[config.mk]
export PLATFORM = sky130hd
export DESIGN_NAME = dcache_front
export DESIGN_NICKNAME = d
export VERILOG_FILES = /design/src/design/dcache_pkg.sv /design/src/design/dcache_front.sv
export SDC_FILE = /design/constraint.sdc
export NUM_CORES = 1
export LEC_CHECK = 0
export ABC_AREA = 1
export ABC_CLOCK_PERIOD_IN_PS = 4900
export BUFFER_PORTS_ARGS = -buffer_cell sky130_fd_sc_hd__buf_2
export CELL_PAD_IN_SITES_DETAIL_PLACEMENT = 0
export CELL_PAD_IN_SITES_GLOBAL_PLACEMENT = 1
export CORE_AREA = 5 5 146 148
export CTS_CLUSTER_DIAMETER = 120
export CTS_CLUSTER_SIZE = 14
export DETAILED_ROUTE_END_ITERATION = 10
export DIE_AREA = 0 0 151 153
export PLACE_DENSITY = 0.68
export SETUP_SLACK_MARGIN = 0.15
export SLEW_MARGIN = 25
export SYNTH_ARGS = -nofsm -noshare
export SYNTH_HDL_FRONTEND = slang
export SYNTH_SLANG_ARGS = --single-unit
[constraint.sdc]
create_clock -name clk -period 4.9 [get_ports clk]
set_input_delay 0.245 -clock clk [delete_from_list [all_inputs] [get_ports clk]]
set_output_delay 0.245 -clock clk [all_outputs]
set_load 0.03 [all_outputs]
[src/design/dcache_pkg.sv]
// data cache geometry
package dcache_pkg;

  localparam int TAG_W    = 22;
  localparam int INDEX_W  = 6;
  localparam int OFFSET_W = 4;
  localparam int ADDR_W   = TAG_W + INDEX_W + OFFSET_W;

  localparam int SETS  = 1 << INDEX_W;
  localparam int WAYS  = 2;

  localparam int DATA_W = 64;
  localparam int STRB_W = DATA_W / 8;
  localparam int BEATS  = 2;    // beats per line
  localparam int LINE_W = DATA_W * BEATS;

  // address seen as a whole word or split into cache fields
  typedef union packed {
    logic [ADDR_W-1:0] raw;
    struct packed {
      logic [TAG_W-1:0]    tag;
      logic [INDEX_W-1:0]  index;
      logic [OFFSET_W-1:0] offset;
    } f;
  } addr_t;

endpackage

[src/design/dcache_front.sv]
// cpu request front end
module dcache_front (
  input  logic                            clk,
  input  logic                            rst,
  // read address / data
  input  logic                            ar_valid_i,
  output logic                            ar_ready_o,
  input  logic [dcache_pkg::ADDR_W-1:0]   ar_addr_i,
  output logic                            r_valid_o,
  input  logic                            r_ready_i,
  output logic [dcache_pkg::DATA_W-1:0]   r_data_o,
  // write address / data / response
  input  logic                            aw_valid_i,
  output logic                            aw_ready_o,
  input  logic [dcache_pkg::ADDR_W-1:0]   aw_addr_i,
  input  logic                            w_valid_i,
  output logic                            w_ready_o,
  input  logic [dcache_pkg::STRB_W-1:0]   w_strb_i,
  input  logic [dcache_pkg::DATA_W-1:0]   w_data_i,
  output logic                            b_valid_o,
  input  logic                            b_ready_i,
  // store
  output logic                            lookup_o,
  output dcache_pkg::addr_t               req_addr_o,
  input  logic                            hit_i,
  output logic                            wr_en_o,
  output logic [dcache_pkg::STRB_W-1:0]   wr_strb_o,
  output logic [dcache_pkg::DATA_W-1:0]   wr_data_o,
  input  logic [dcache_pkg::DATA_W-1:0]   rd_data_i,
  // memory port
  output logic                            miss_o,
  input  logic                            fill_done_i
);

  localparam logic [2:0] S_IDLE    = 3'd0;
  localparam logic [2:0] S_LOOKUP  = 3'd1;
  localparam logic [2:0] S_MISS    = 3'd2;
  localparam logic [2:0] S_RD_RESP = 3'd3;
  localparam logic [2:0] S_WR_DATA = 3'd4;
  localparam logic [2:0] S_WR_RESP = 3'd5;

  logic [2:0] state_q;
  logic       is_wr_q;
  logic       ar_fire;
  logic       aw_fire;

  assign ar_fire = ar_valid_i & ar_ready_o;
  assign aw_fire = aw_valid_i & aw_ready_o & ~ar_valid_i;  // read wins

  // write merge happens on the w handshake itself
  assign wr_en_o   = w_valid_i & w_ready_o;
  assign wr_strb_o = w_strb_i;
  assign wr_data_o = w_data_i;

  always_ff @(posedge clk) begin
    if (rst) begin
      state_q    <= S_IDLE;
      is_wr_q    <= 1'b0;
      ar_ready_o <= 1'b0;
      aw_ready_o <= 1'b0;
      r_valid_o  <= 1'b0;
      w_ready_o  <= 1'b0;
      b_valid_o  <= 1'b0;
      lookup_o   <= 1'b0;
      miss_o     <= 1'b0;
    end else begin
      lookup_o <= 1'b0;
      miss_o   <= 1'b0;
      case (state_q)
        S_IDLE: begin
          if (ar_fire || aw_fire) begin
            ar_ready_o <= 1'b0;
            aw_ready_o <= 1'b0;
            is_wr_q    <= ~ar_fire;
            lookup_o   <= 1'b1;
            state_q    <= S_LOOKUP;
          end else begin
            ar_ready_o <= 1'b1;
            aw_ready_o <= 1'b1;
          end
        end
        S_LOOKUP: begin
          // hit_i is only meaningful once the lookup pulse is gone
          if (!lookup_o) begin
            if (!hit_i) begin
              miss_o  <= 1'b1;
              state_q <= S_MISS;
            end else if (is_wr_q) begin
              w_ready_o <= 1'b1;
              state_q   <= S_WR_DATA;
            end else begin
              r_valid_o <= 1'b1;
              state_q   <= S_RD_RESP;
            end
          end
        end
        S_MISS: begin
          if (fill_done_i) begin
            lookup_o <= 1'b1;  // retry, line is now resident
            state_q  <= S_LOOKUP;
          end
        end
        S_RD_RESP: begin
          if (r_ready_i) begin
            r_valid_o  <= 1'b0;
            ar_ready_o <= 1'b1;
            aw_ready_o <= 1'b1;
            state_q    <= S_IDLE;
          end
        end
        S_WR_DATA: begin
          if (w_valid_i) begin
            w_ready_o <= 1'b0;
            b_valid_o <= 1'b1;
            state_q   <= S_WR_RESP;
          end
        end
        S_WR_RESP: begin
          if (b_ready_i) begin
            b_valid_o  <= 1'b0;
            ar_ready_o <= 1'b1;
            aw_ready_o <= 1'b1;
            state_q    <= S_IDLE;
          end
        end
        default: state_q <= S_IDLE;
      endcase
    end
  end

  // request address and read word
  always_ff @(posedge clk) begin
    if (ar_fire) begin
      req_addr_o.raw <= ar_addr_i;
    end else if (aw_fire) begin
      req_addr_o.raw <= aw_addr_i;
    end
    if (state_q == S_LOOKUP && !lookup_o && hit_i && !is_wr_q) begin
      r_data_o <= rd_data_i;
    end
  end

endmodule

==> results.json <==
{
  "grt_max_degree": 66,
  "syn-cell-area_um2": 4400,
  "fin_nets": 671,
  "slew_violations": 0,
  "cts_buffers": 9,
  "period_share_pct": 52.8,
  "hold_class": "in -> reg",
  "finalSetupTns_ns": 0,
  "final.setup_skew_ns": 0.0171,
  "hold_buffers": 0,
  "grt_pass1_wl_um": 19400,
  "ys_seq_elements": 106,
  "rsz0062_at_grt": "no",
  "holdWs_ns": 0.0607,
  "async_reset_ff_share_pct": 0,
  "cp_max_fo": 34,
  "yosysUniqueCellTypes": 26,
  "reg2reg_slack_ns": 2.31,
  "dieArea_um2": 23100,
  "grt_pass1_vias": 2917,
  "io_pins": 385,
  "cts-root-buf": "clkbuf_16",
  "post-route-drc-count": 0,
  "drt_iter0_drc": 149,
  "netlist_instances": 288,
  "clock_path_buffers": 2,
  "max_freq_mhz": 386,
  "grt_overflow_total": 0,
  "synth_nets": 497,
  "synth_commonest_cells": "edfxtp_1, buf_4, mux2_2",
  "ys.flop_type": "edfxtp_1",
  "avgSynthCellArea_um2": 15.3,
  "tightest_slew_ns": 0.914,
  "synthToLayoutAreaGrowth_pct": 29.5,
  "post_drt_wl_per_cell_um": 19.3,
  "endpoint_kind": "flip-flop",
  "hold_viol_final": 0,
  "firstDrtPassIters": 4,
  "gp_congestion": 0.784,
  "synth-compound-area-share_pct": 1.99,
  "die_h_um": 153,
  "arrival_ns": 2.85,
  "leakage_nw": 2.39,
  "routed_wl_um": 14200,
  "initial_core_util_pct": 22.1,
  "synth_enable_flop_cells": 96,
  "status": "finished, final reports clean",
  "peakVddDrop_uv": 261,
  "die_w_um": 151,
  "yosysSeqAreaShare_pct": 70.1,
  "clock_latency_ns": 0.36,
  "yosys.area_share.simple_pct": 5.10,
  "synth.top_cells.by_area": "edfxtp_1, buf_4, mux2_2, dfxtp_1, nand2_1",
  "postCtsSetupBuffers": 0,
  "yosys.area.top_type_share_pct": 65.6,
  "final_util_pct": 28.6,
  "drive_above_1_share_pct": 65.3,
  "antenna_found_initial": 2,
  "fp.coreArea_um2": 19900,
  "rows": 52,
  "h-tree-depth": 3,
  "ant_nets": 0,
  "hpwl_um": 11800,
  "required_ns": 5.16,
  "p_per_area_nw_per_um2": 521,
  "slew_headroom_pct": 38.9,
  "synth_top_family_by_area": "buffers and inverters",
  "synth_most_common_cell": "edfxtp_1",
  "drv_cap": 0,
  "path_class": "reg -> reg",
  "final-setup-viol-count": 0,
  "synthAdderAreaFrac_pct": 0,
  "synth.largest_area_cell": "edfxtp_1",
  "min_period_ns": 2.59,
  "port_buffers": 240,
  "synthXorXnorAreaFrac_pct": 0,
  "grt_use_total_pct": 11.5,
  "fillCellCount": 2035,
  "vias_per_cell": 3.87,
  "cts_tree": "built",
  "clock-sinks": 106,
  "cp-start-kind": "flip-flop",
  "post_cts_resized": 0,
  "dr_total_vias": 2856,
  "ys_warn_count": 0,
  "clkTransAtPathRegs_ns": 0.09,
  "muxShareOfSynthArea_pct": 8.20
}
-- layer usage --
| layer | vias up | global-route usage, % | part of all wire [%] |
|---|---|---|---|
| met5 | - | 0 | 0 |
| met4 | 0 | 3.97 | 2.0 |
| met3 | 27 | 6.28 | 14 |
| met2 | 240 | 21.2 | 53 |
| met1 | 1293 | 10.4 | 31 |
| li1 | 1296 | - | - |
-- final timing paths --
path | start | to | depth (start not counted)
max | aw_ready_o | state_q[2] | 7
min reg2reg | b_valid_o | b_valid_o | 2
max reg2reg | aw_ready_o | state_q[2] | 7
min | rd_data_i[9] | r_data_o[9] | 1
-- flip-flops by register name (all words and copies together), names as in the netlist --
name / flops
is_wr_q: 1
b_valid_o: 1
r_data_o: 64
req_addr_o: 32
aw_ready_o: 1
lookup_o: 1
w_ready_o: 1
state_q: 3
miss_o: 1
r_valid_o: 1
-- worst max-delay path, cell delays in order, from the launching register on --
cell     delay [ns]
dfxtp_1        0.44
nand2_2        0.53
nand2_2        0.92
o21ai_2        0.13
nor2_2         0.22
nand3_1        0.11
nand2_1        0.08
nor2_1         0.04
-- power by group --
part / leakage [nW] / internal [mW] / switching [mW] / total [mW]
clock network: 0.160 / 0.417 / 0.375 / 0.792
logic: 1.27 / 0.257 / 0.627 / 0.885
registers: 0.965 / 1.21 / 0.0757 / 1.29
total: 2.39 / 1.89 / 1.08 / 2.97
-- area by class of cell --
type	instances	area (µm²)	area share [%]
inverters	12	46.3	0.813
clock buffers	9	225	3.96
flip-flops and latches	106	3080	54.2
repair buffers	241	1210	21.2
well taps	270	338	5.94
clock inverters	7	108	1.89
diodes	1	2.50	0.0440
multi-input cells	92	681	12.0
-- stage by stage --
step	setup slack (ns)	instance area [µm²]	instances	power [mW]
finish	2.31	5690	738	2.97
floorplan	1.31	4400	288	2.05
detailed placement	2.18	5360	721	2.22
global placement	2.41	5360	721	2.19
global route	2.02	5690	738	3.13
CTS	2.16	5690	737	3.02
-- cells by family (layout without fill, tap and decap cells) --
family / count (synthesis) / in the layout
AND/OR/NAND/NOR: 45 / 45
multiplexers: 32 / 32
flip-flops: 106 / 106
buffers and inverters: 90 / 269
AO/OA/AOI/OAI: 15 / 15
other: 0 / 1
-- cell usage in the layout (no fill, tap or decap), drive strengths merged --
master / synthesis / final
buf: 78 / 241
edfxtp: 96 / 96
mux2: 32 / 32
nand2: 19 / 19
nor2: 14 / 14
inv: 11 / 13
dfxtp: 10 / 10
clkbuf: 0 / 9
a21oi: 8 / 8
nand3: 7 / 7
clkinv: 1 / 5
o21ai: 4 / 4
nor3: 2 / 2
nand4: 2 / 2
a31oi: 2 / 2
diode: 0 / 1
o21bai: 1 / 1
nor4: 1 / 1
bufinv: 0 / 1
Note: power is estimated with default switching activity, not from simulation.
