`src/design/dcache_pkg.sv`:
```
// data cache geometry
package dcache_pkg;

  localparam int TAG_W    = 22;
  localparam int INDEX_W  = 6;
  localparam int OFFSET_W = 4;
  localparam int ADDR_W   = TAG_W + INDEX_W + OFFSET_W;

  localparam int SETS  = 1 << INDEX_W;
  localparam int WAYS  = 2;

  localparam int DATA_W = 64;
  localparam int STRB_W = DATA_W / 8;
  localparam int BEATS  = 2;    // beats per line
  localparam int LINE_W = DATA_W * BEATS;

  // address seen as a whole word or split into cache fields
  typedef union packed {
    logic [ADDR_W-1:0] raw;
    struct packed {
      logic [TAG_W-1:0]    tag;
      logic [INDEX_W-1:0]  index;
      logic [OFFSET_W-1:0] offset;
    } f;
  } addr_t;

endpackage

```
`src/design/dcache_mem_port.sv`:
```
// memory side burst engine
module dcache_mem_port (
  input  logic                            clk,
  input  logic                            rst,
  input  logic                            miss_i,
  input  dcache_pkg::addr_t               miss_addr_i,
  input  logic                            victim_dirty_i,
  input  logic [dcache_pkg::TAG_W-1:0]    victim_tag_i,
  input  logic [dcache_pkg::DATA_W-1:0]   wb_data_i,
  output logic                            fill_done_o,
  output logic                            fill_we_o,
  output logic                            beat_o,
  output logic [dcache_pkg::DATA_W-1:0]   fill_data_o,
  output logic                            wb_done_o,
  // memory bus
  output logic                            mem_ar_valid_o,
  input  logic                            mem_ar_ready_i,
  output logic [dcache_pkg::ADDR_W-1:0]   mem_ar_addr_o,
  input  logic                            mem_r_valid_i,
  output logic                            mem_r_ready_o,
  input  logic [dcache_pkg::DATA_W-1:0]   mem_r_data_i,
  output logic                            mem_aw_valid_o,
  input  logic                            mem_aw_ready_i,
  output logic [dcache_pkg::ADDR_W-1:0]   mem_aw_addr_o,
  output logic                            mem_w_valid_o,
  input  logic                            mem_w_ready_i,
  output logic [dcache_pkg::STRB_W-1:0]   mem_w_strb_o,
  output logic [dcache_pkg::DATA_W-1:0]   mem_w_data_o,
  input  logic                            mem_b_valid_i,
  output logic                            mem_b_ready_o
);

  localparam logic [2:0] S_IDLE  = 3'd0;
  localparam logic [2:0] S_WB_AW = 3'd1;
  localparam logic [2:0] S_WB_W  = 3'd2;
  localparam logic [2:0] S_WB_B  = 3'd3;
  localparam logic [2:0] S_RF_AR = 3'd4;
  localparam logic [2:0] S_RF_R  = 3'd5;

  logic [2:0]        state_q;
  logic              beat_q;
  logic              last_beat;
  dcache_pkg::addr_t fill_addr;
  dcache_pkg::addr_t wb_addr;

  assign last_beat = (beat_q == 1'(dcache_pkg::BEATS - 1));

  always_comb begin
    fill_addr          = miss_addr_i;
    fill_addr.f.offset = '0;          // line aligned
    wb_addr.f.tag      = victim_tag_i;
    wb_addr.f.index    = miss_addr_i.f.index;
    wb_addr.f.offset   = '0;
  end

  assign beat_o       = beat_q;
  assign fill_we_o    = mem_r_valid_i & mem_r_ready_o;
  assign fill_data_o  = mem_r_data_i;
  assign wb_done_o    = mem_b_valid_i & mem_b_ready_o;
  assign mem_w_data_o = wb_data_i;
  assign mem_w_strb_o = '1;           // whole line goes back

  always_ff @(posedge clk) begin
    if (rst) begin
      state_q        <= S_IDLE;
      beat_q         <= 1'b0;
      fill_done_o    <= 1'b0;
      mem_ar_valid_o <= 1'b0;
      mem_r_ready_o  <= 1'b0;
      mem_aw_valid_o <= 1'b0;
      mem_w_valid_o  <= 1'b0;
      mem_b_ready_o  <= 1'b0;
    end else begin
      fill_done_o <= 1'b0;
      case (state_q)
        S_IDLE: begin
          beat_q <= 1'b0;
          if (miss_i && victim_dirty_i) begin
            mem_aw_valid_o <= 1'b1;
            state_q        <= S_WB_AW;
          end else if (miss_i) begin
            mem_ar_valid_o <= 1'b1;
            state_q        <= S_RF_AR;
          end
        end
        S_WB_AW: if (mem_aw_ready_i) begin
          mem_aw_valid_o <= 1'b0;
          mem_w_valid_o  <= 1'b1;
          state_q        <= S_WB_W;
        end
        S_WB_W: if (mem_w_ready_i) begin
          beat_q <= ~last_beat;
          if (last_beat) begin
            mem_w_valid_o <= 1'b0;
            mem_b_ready_o <= 1'b1;
            state_q       <= S_WB_B;
          end
        end
        S_WB_B: if (mem_b_valid_i) begin
          mem_b_ready_o  <= 1'b0;
          mem_ar_valid_o <= 1'b1;  // now refill
          state_q        <= S_RF_AR;
        end
        S_RF_AR: if (mem_ar_ready_i) begin
          mem_ar_valid_o <= 1'b0;
          mem_r_ready_o  <= 1'b1;
          state_q        <= S_RF_R;
        end
        S_RF_R: if (mem_r_valid_i) begin
          beat_q <= ~last_beat;
          if (last_beat) begin
            mem_r_ready_o <= 1'b0;
            fill_done_o   <= 1'b1;
            state_q       <= S_IDLE;
          end
        end
        default: state_q <= S_IDLE;
      endcase
    end
  end

  // burst addresses
  always_ff @(posedge clk) begin
    if (state_q == S_IDLE && miss_i) begin
      mem_aw_addr_o <= wb_addr.raw;
      mem_ar_addr_o <= fill_addr.raw;
    end
  end

endmodule

```
`config.mk`:
```
export PLATFORM = sky130hd
export DESIGN_NAME = dcache_mem_port
export DESIGN_NICKNAME = d
export VERILOG_FILES = /design/src/design/dcache_pkg.sv /design/src/design/dcache_mem_port.sv
export SDC_FILE = /design/constraint.sdc
export NUM_CORES = 1
export LEC_CHECK = 0
export BUFFER_PORTS_ARGS = -buffer_cell sky130_fd_sc_hd__buf_2
export CORE_AREA = 2 2 155 157
export DETAILED_ROUTE_END_ITERATION = 8
export DIE_AREA = 0 0 157 159
export GPL_TIMING_DRIVEN = 0
export SKIP_LAST_GASP = 1
export SYNTH_ARGS = -nofsm -noshare
export SYNTH_HDL_FRONTEND = slang
export SYNTH_SLANG_ARGS = --single-unit
```
`constraint.sdc`:
```
create_clock -name clk -period 15.2 [get_ports clk]
set_clock_uncertainty 0.15 [all_clocks]
set_input_delay 0 -clock clk [delete_from_list [all_inputs] [get_ports clk]]
set_output_delay 0 -clock clk [all_outputs]
set_load 0.02 [all_outputs]
```
==> qor.csv <==
stage,metric,value,unit
run_status,status,completed,
pwr,p_leak,2.93,nW
pwr,internal-power,483,uW
setup_path,crit_buf_inv,8,
cells_and_area,num-nets-final,815,
placement,port_buffers,250,
sta,finalSetupViolCount,0,
die,initial_core_util,0.142,
sta,finalCritPeriodShare,0.179,
die,design.core.area,23200,sq um
pwr,comb_power_share,0.397,
sta,grt_setup_unrepaired,false,
synth,syn-cell-area,3290,sq um
sta,worst_pin_slew,0.521,ns
clock_tree,root_buffer,clkbuf_16,
sta,finalMaxSlewViolations,0,
pwr,p_per_area,126,nW/um^2
pwr,sw_frac_of_total,0.354,
die,die_w,157,microns
cells_and_area,nFillCells,2459,
detailed_routing,postRouteWirelength,12100,microns
setup_path,cp_cell_sequence,buf_2 -> buf_1 -> nor4b_2 -> buf_4 -> buf_4 -> buf_4 -> buf_4 -> buf_4 -> buf_4,
global_routing,grt_remaining_overflow,0,
setup_path,r2r_setup_slack,12.48,ns
detailed_routing,drc_errors,0,
clock_tree,insertion_delay,0.32,ns
sta,timing.final.ws_setup,12.48,ns
global_routing,grt_usage,0.0874,
pwr,p_seq_frac,0.335,
clock_tree,cts_tree,done,
clock_tree,cts_resized,0,
detailed_routing,first_pass_iters,4,
pwr,ir_drop,53.2,uV
setup_path,crit_family,buffers and inverters,
placement,dp_hpwl,9840,microns
setup_path,critPathLaunchType,flip-flop,
detailed_routing,wire_per_inst,12.8,microns
setup_path,max_stage_delay,0.33,ns
sta,fin_crit,2.72,ns
sta,whs,0.0103,ns
clock_tree,clkSinkCount,60,
sta,fin_setup_tns,0,ns
detailed_routing,viasPerCell,3.23,
job,drv_cap,0,
cells_and_area,syn2layout_area_growth,80.7,%
cells_and_area,drive_gt1_frac,0.680,
synth,yosysWarnings,0,
sta,timing.fmax,368,MHz
detailed_routing,wl_met1,4280,microns
setup_path,path_class,reg -> reg,
clock_tree,clk_pin_slew,0.06,ns
global_routing,antenna_found_initial,0,
setup_path,end_kind,flip-flop,
min_path,hold_path.class,in -> reg,
synth,synth_seq_area_share,0.517,
clock_tree,htree_levels,3,
cells_and_area,diodes,0,
setup_path,cp_slowest_cell,nor4b_2,
placement,place_ws,12.46,ns
clock_tree,cts_buffer_depth,2,
detailed_routing,top_layer_used,met4,
die,dieArea,25000,sq um
synth,syn_area_per_cell,11.6,sq um
global_routing,grt_max_degree,13,
clock_tree,cts_hold_buf,60,
setup_path,crit_required,15.08,ns
setup_path,path_max_fanout,10,
detailed_routing,via_count,3064,
setup_path,arrival,2.60,ns
detailed_routing,met3_length,1300,microns
clock_tree,post_cts.repair.setup_buffers,0,
setup_path,crit_top_cell,buf_4,
placement,place_congestion,0.789,
sta,maxSlewHeadroom,0.647,
synth,ys_seq_elements,60,
synth,yosysUniqueCellTypes,35,
die,fp.dieH,159,microns
clock_tree,cts_buffers,9,
sta,hold_viol_final,0,
detailed_routing,wl_met2,6410,microns
die,row_count,56,
global_routing,grt_pass1_wl,16400,microns
detailed_routing,ant_nets,0,
pwr,p_clk_frac,0.268,
die,pin_count,400,
detailed_routing,drtIter0Drc,129,
synth,netlist_instances,283,
pwr,p_sw,264,uW
global_routing,grt_pass1_vias,2961,
==> worst min-delay path: stages <==
cell and delay, ns:
buf_2 0.11, mux2i_1 0.07, o31ai_1 0.19, a21oi_1 0.06
==> final timing paths <==
path / from / to / cells past startpoint
setup / recovery: state_q[0]$_SDFFE_PP0P_ / mem_ar_addr_o[30]$_DFFE_PP_ / 9
setup reg to reg: state_q[0]$_SDFFE_PP0P_ / mem_ar_addr_o[30]$_DFFE_PP_ / 9
hold reg to reg: mem_r_ready_o$_SDFFE_PP0P_ / mem_r_ready_o$_SDFFE_PP0P_ / 2
hold / removal: mem_ar_ready_i / mem_r_ready_o$_SDFFE_PP0P_ / 4
==> cell usage in the layout, fill, tap and decap left out, types with 5 or more instances in the layout <==
cell / synthesis / final
inv_1: 5 / 5
dlygate4sd3_1: 0 / 60
conb_1: 2 / 16
buf_4: 150 / 156
edfxtp_1: 50 / 50
dfxtp_1: 10 / 10
buf_2: 3 / 253
a21oi_1: 7 / 7
nor2_1: 6 / 6
clkbuf_16: 0 / 9
==> power by group through the flow <==
stage               clock (mW)  sequential, mW  combinational (mW)
floorplan                    0           0.310               0.133
global placement             0           0.264               0.271
detailed placement           0           0.253               0.282
CTS                      0.207           0.250               0.298
global route             0.214           0.255               0.319
finish                   0.200           0.250               0.297
==> cells in the mapped netlist, drive strengths merged <==
cell type  number  share of area
conb            2         0.0023
or4             2         0.0046
a21o            2         0.0046
a21oi           7          0.011
mux2i           3         0.0091
nor4            1         0.0019
xor2            1         0.0027
o2bb2ai         1         0.0027
nor3b           1         0.0023
and2            3         0.0057
or3             4         0.0091
nand3           3         0.0046
nor2            6         0.0068
a2bb2oi         1         0.0027
o21ai           3         0.0046
nand2           3         0.0034
nand2b          2         0.0038
o41ai           1         0.0027
nor2b           1         0.0019
o31ai           3         0.0068
edfxtp         50           0.46
dfxtp          10          0.061
o211a           1         0.0030
a2111oi         1         0.0030
nor4bb          2         0.0061
inv             5         0.0057
buf           156           0.35
a211o           1         0.0027
nor4b           4          0.011
nand3b          1         0.0023
a31oi           2         0.0038
==> final cells by class <==
cell class              instances  area (sq um)  area share
clock buffers                   9           225      0.0379
plain buffers                 156          1160       0.195
inverters                       5          18.8     0.00316
repair buffers                316          1900       0.319
flip-flops and latches         60          1700       0.286
clock inverters                 7          75.1      0.0126
well taps                     319           399      0.0671
multi-input cells              76           468      0.0787
==> routing by layer <==
metal / vias to the layer above / track usage
met2: 239 / 0.172
met3: 6 / 0.0267
met4: 0 / 0.0250
met5: - / 0
li1: 1478 / -
met1: 1341 / 0.0860
==> cell families after synthesis <==
| family | share of synthesized area |
|---|---|
| other cells | 0.00228 |
| simple gates | 0.0631 |
| mux | 0.00913 |
| xor+xnor | 0.00266 |
| compound gates | 0.0472 |
| buf+inv | 0.358 |
| flops | 0.517 |
==> flip-flops by register name (all words and copies together), names as in the netlist <==
signal and count:
mem_r_ready_o 1, mem_ar_addr_o 22, state_q 3, fill_done_o 1, mem_aw_valid_o 1, mem_b_ready_o 1, mem_aw_addr_o 28, beat_o 1
mem_ar_valid_o 1, mem_w_valid_o 1
==> through the flow <==
stage          instances  area, sq um  utilization  power [mW]
2_1_floorplan        297         3340            -       0.443
3_3_place_gp         866         4990        0.215       0.534
3_5_place_dp         872         5040        0.217       0.535
4_1_cts              948         5940        0.256       0.755
5_1_grt              948         5940        0.256       0.787
6_report             948         5940        0.256       0.747
Power figures use the tool's default switching activity.
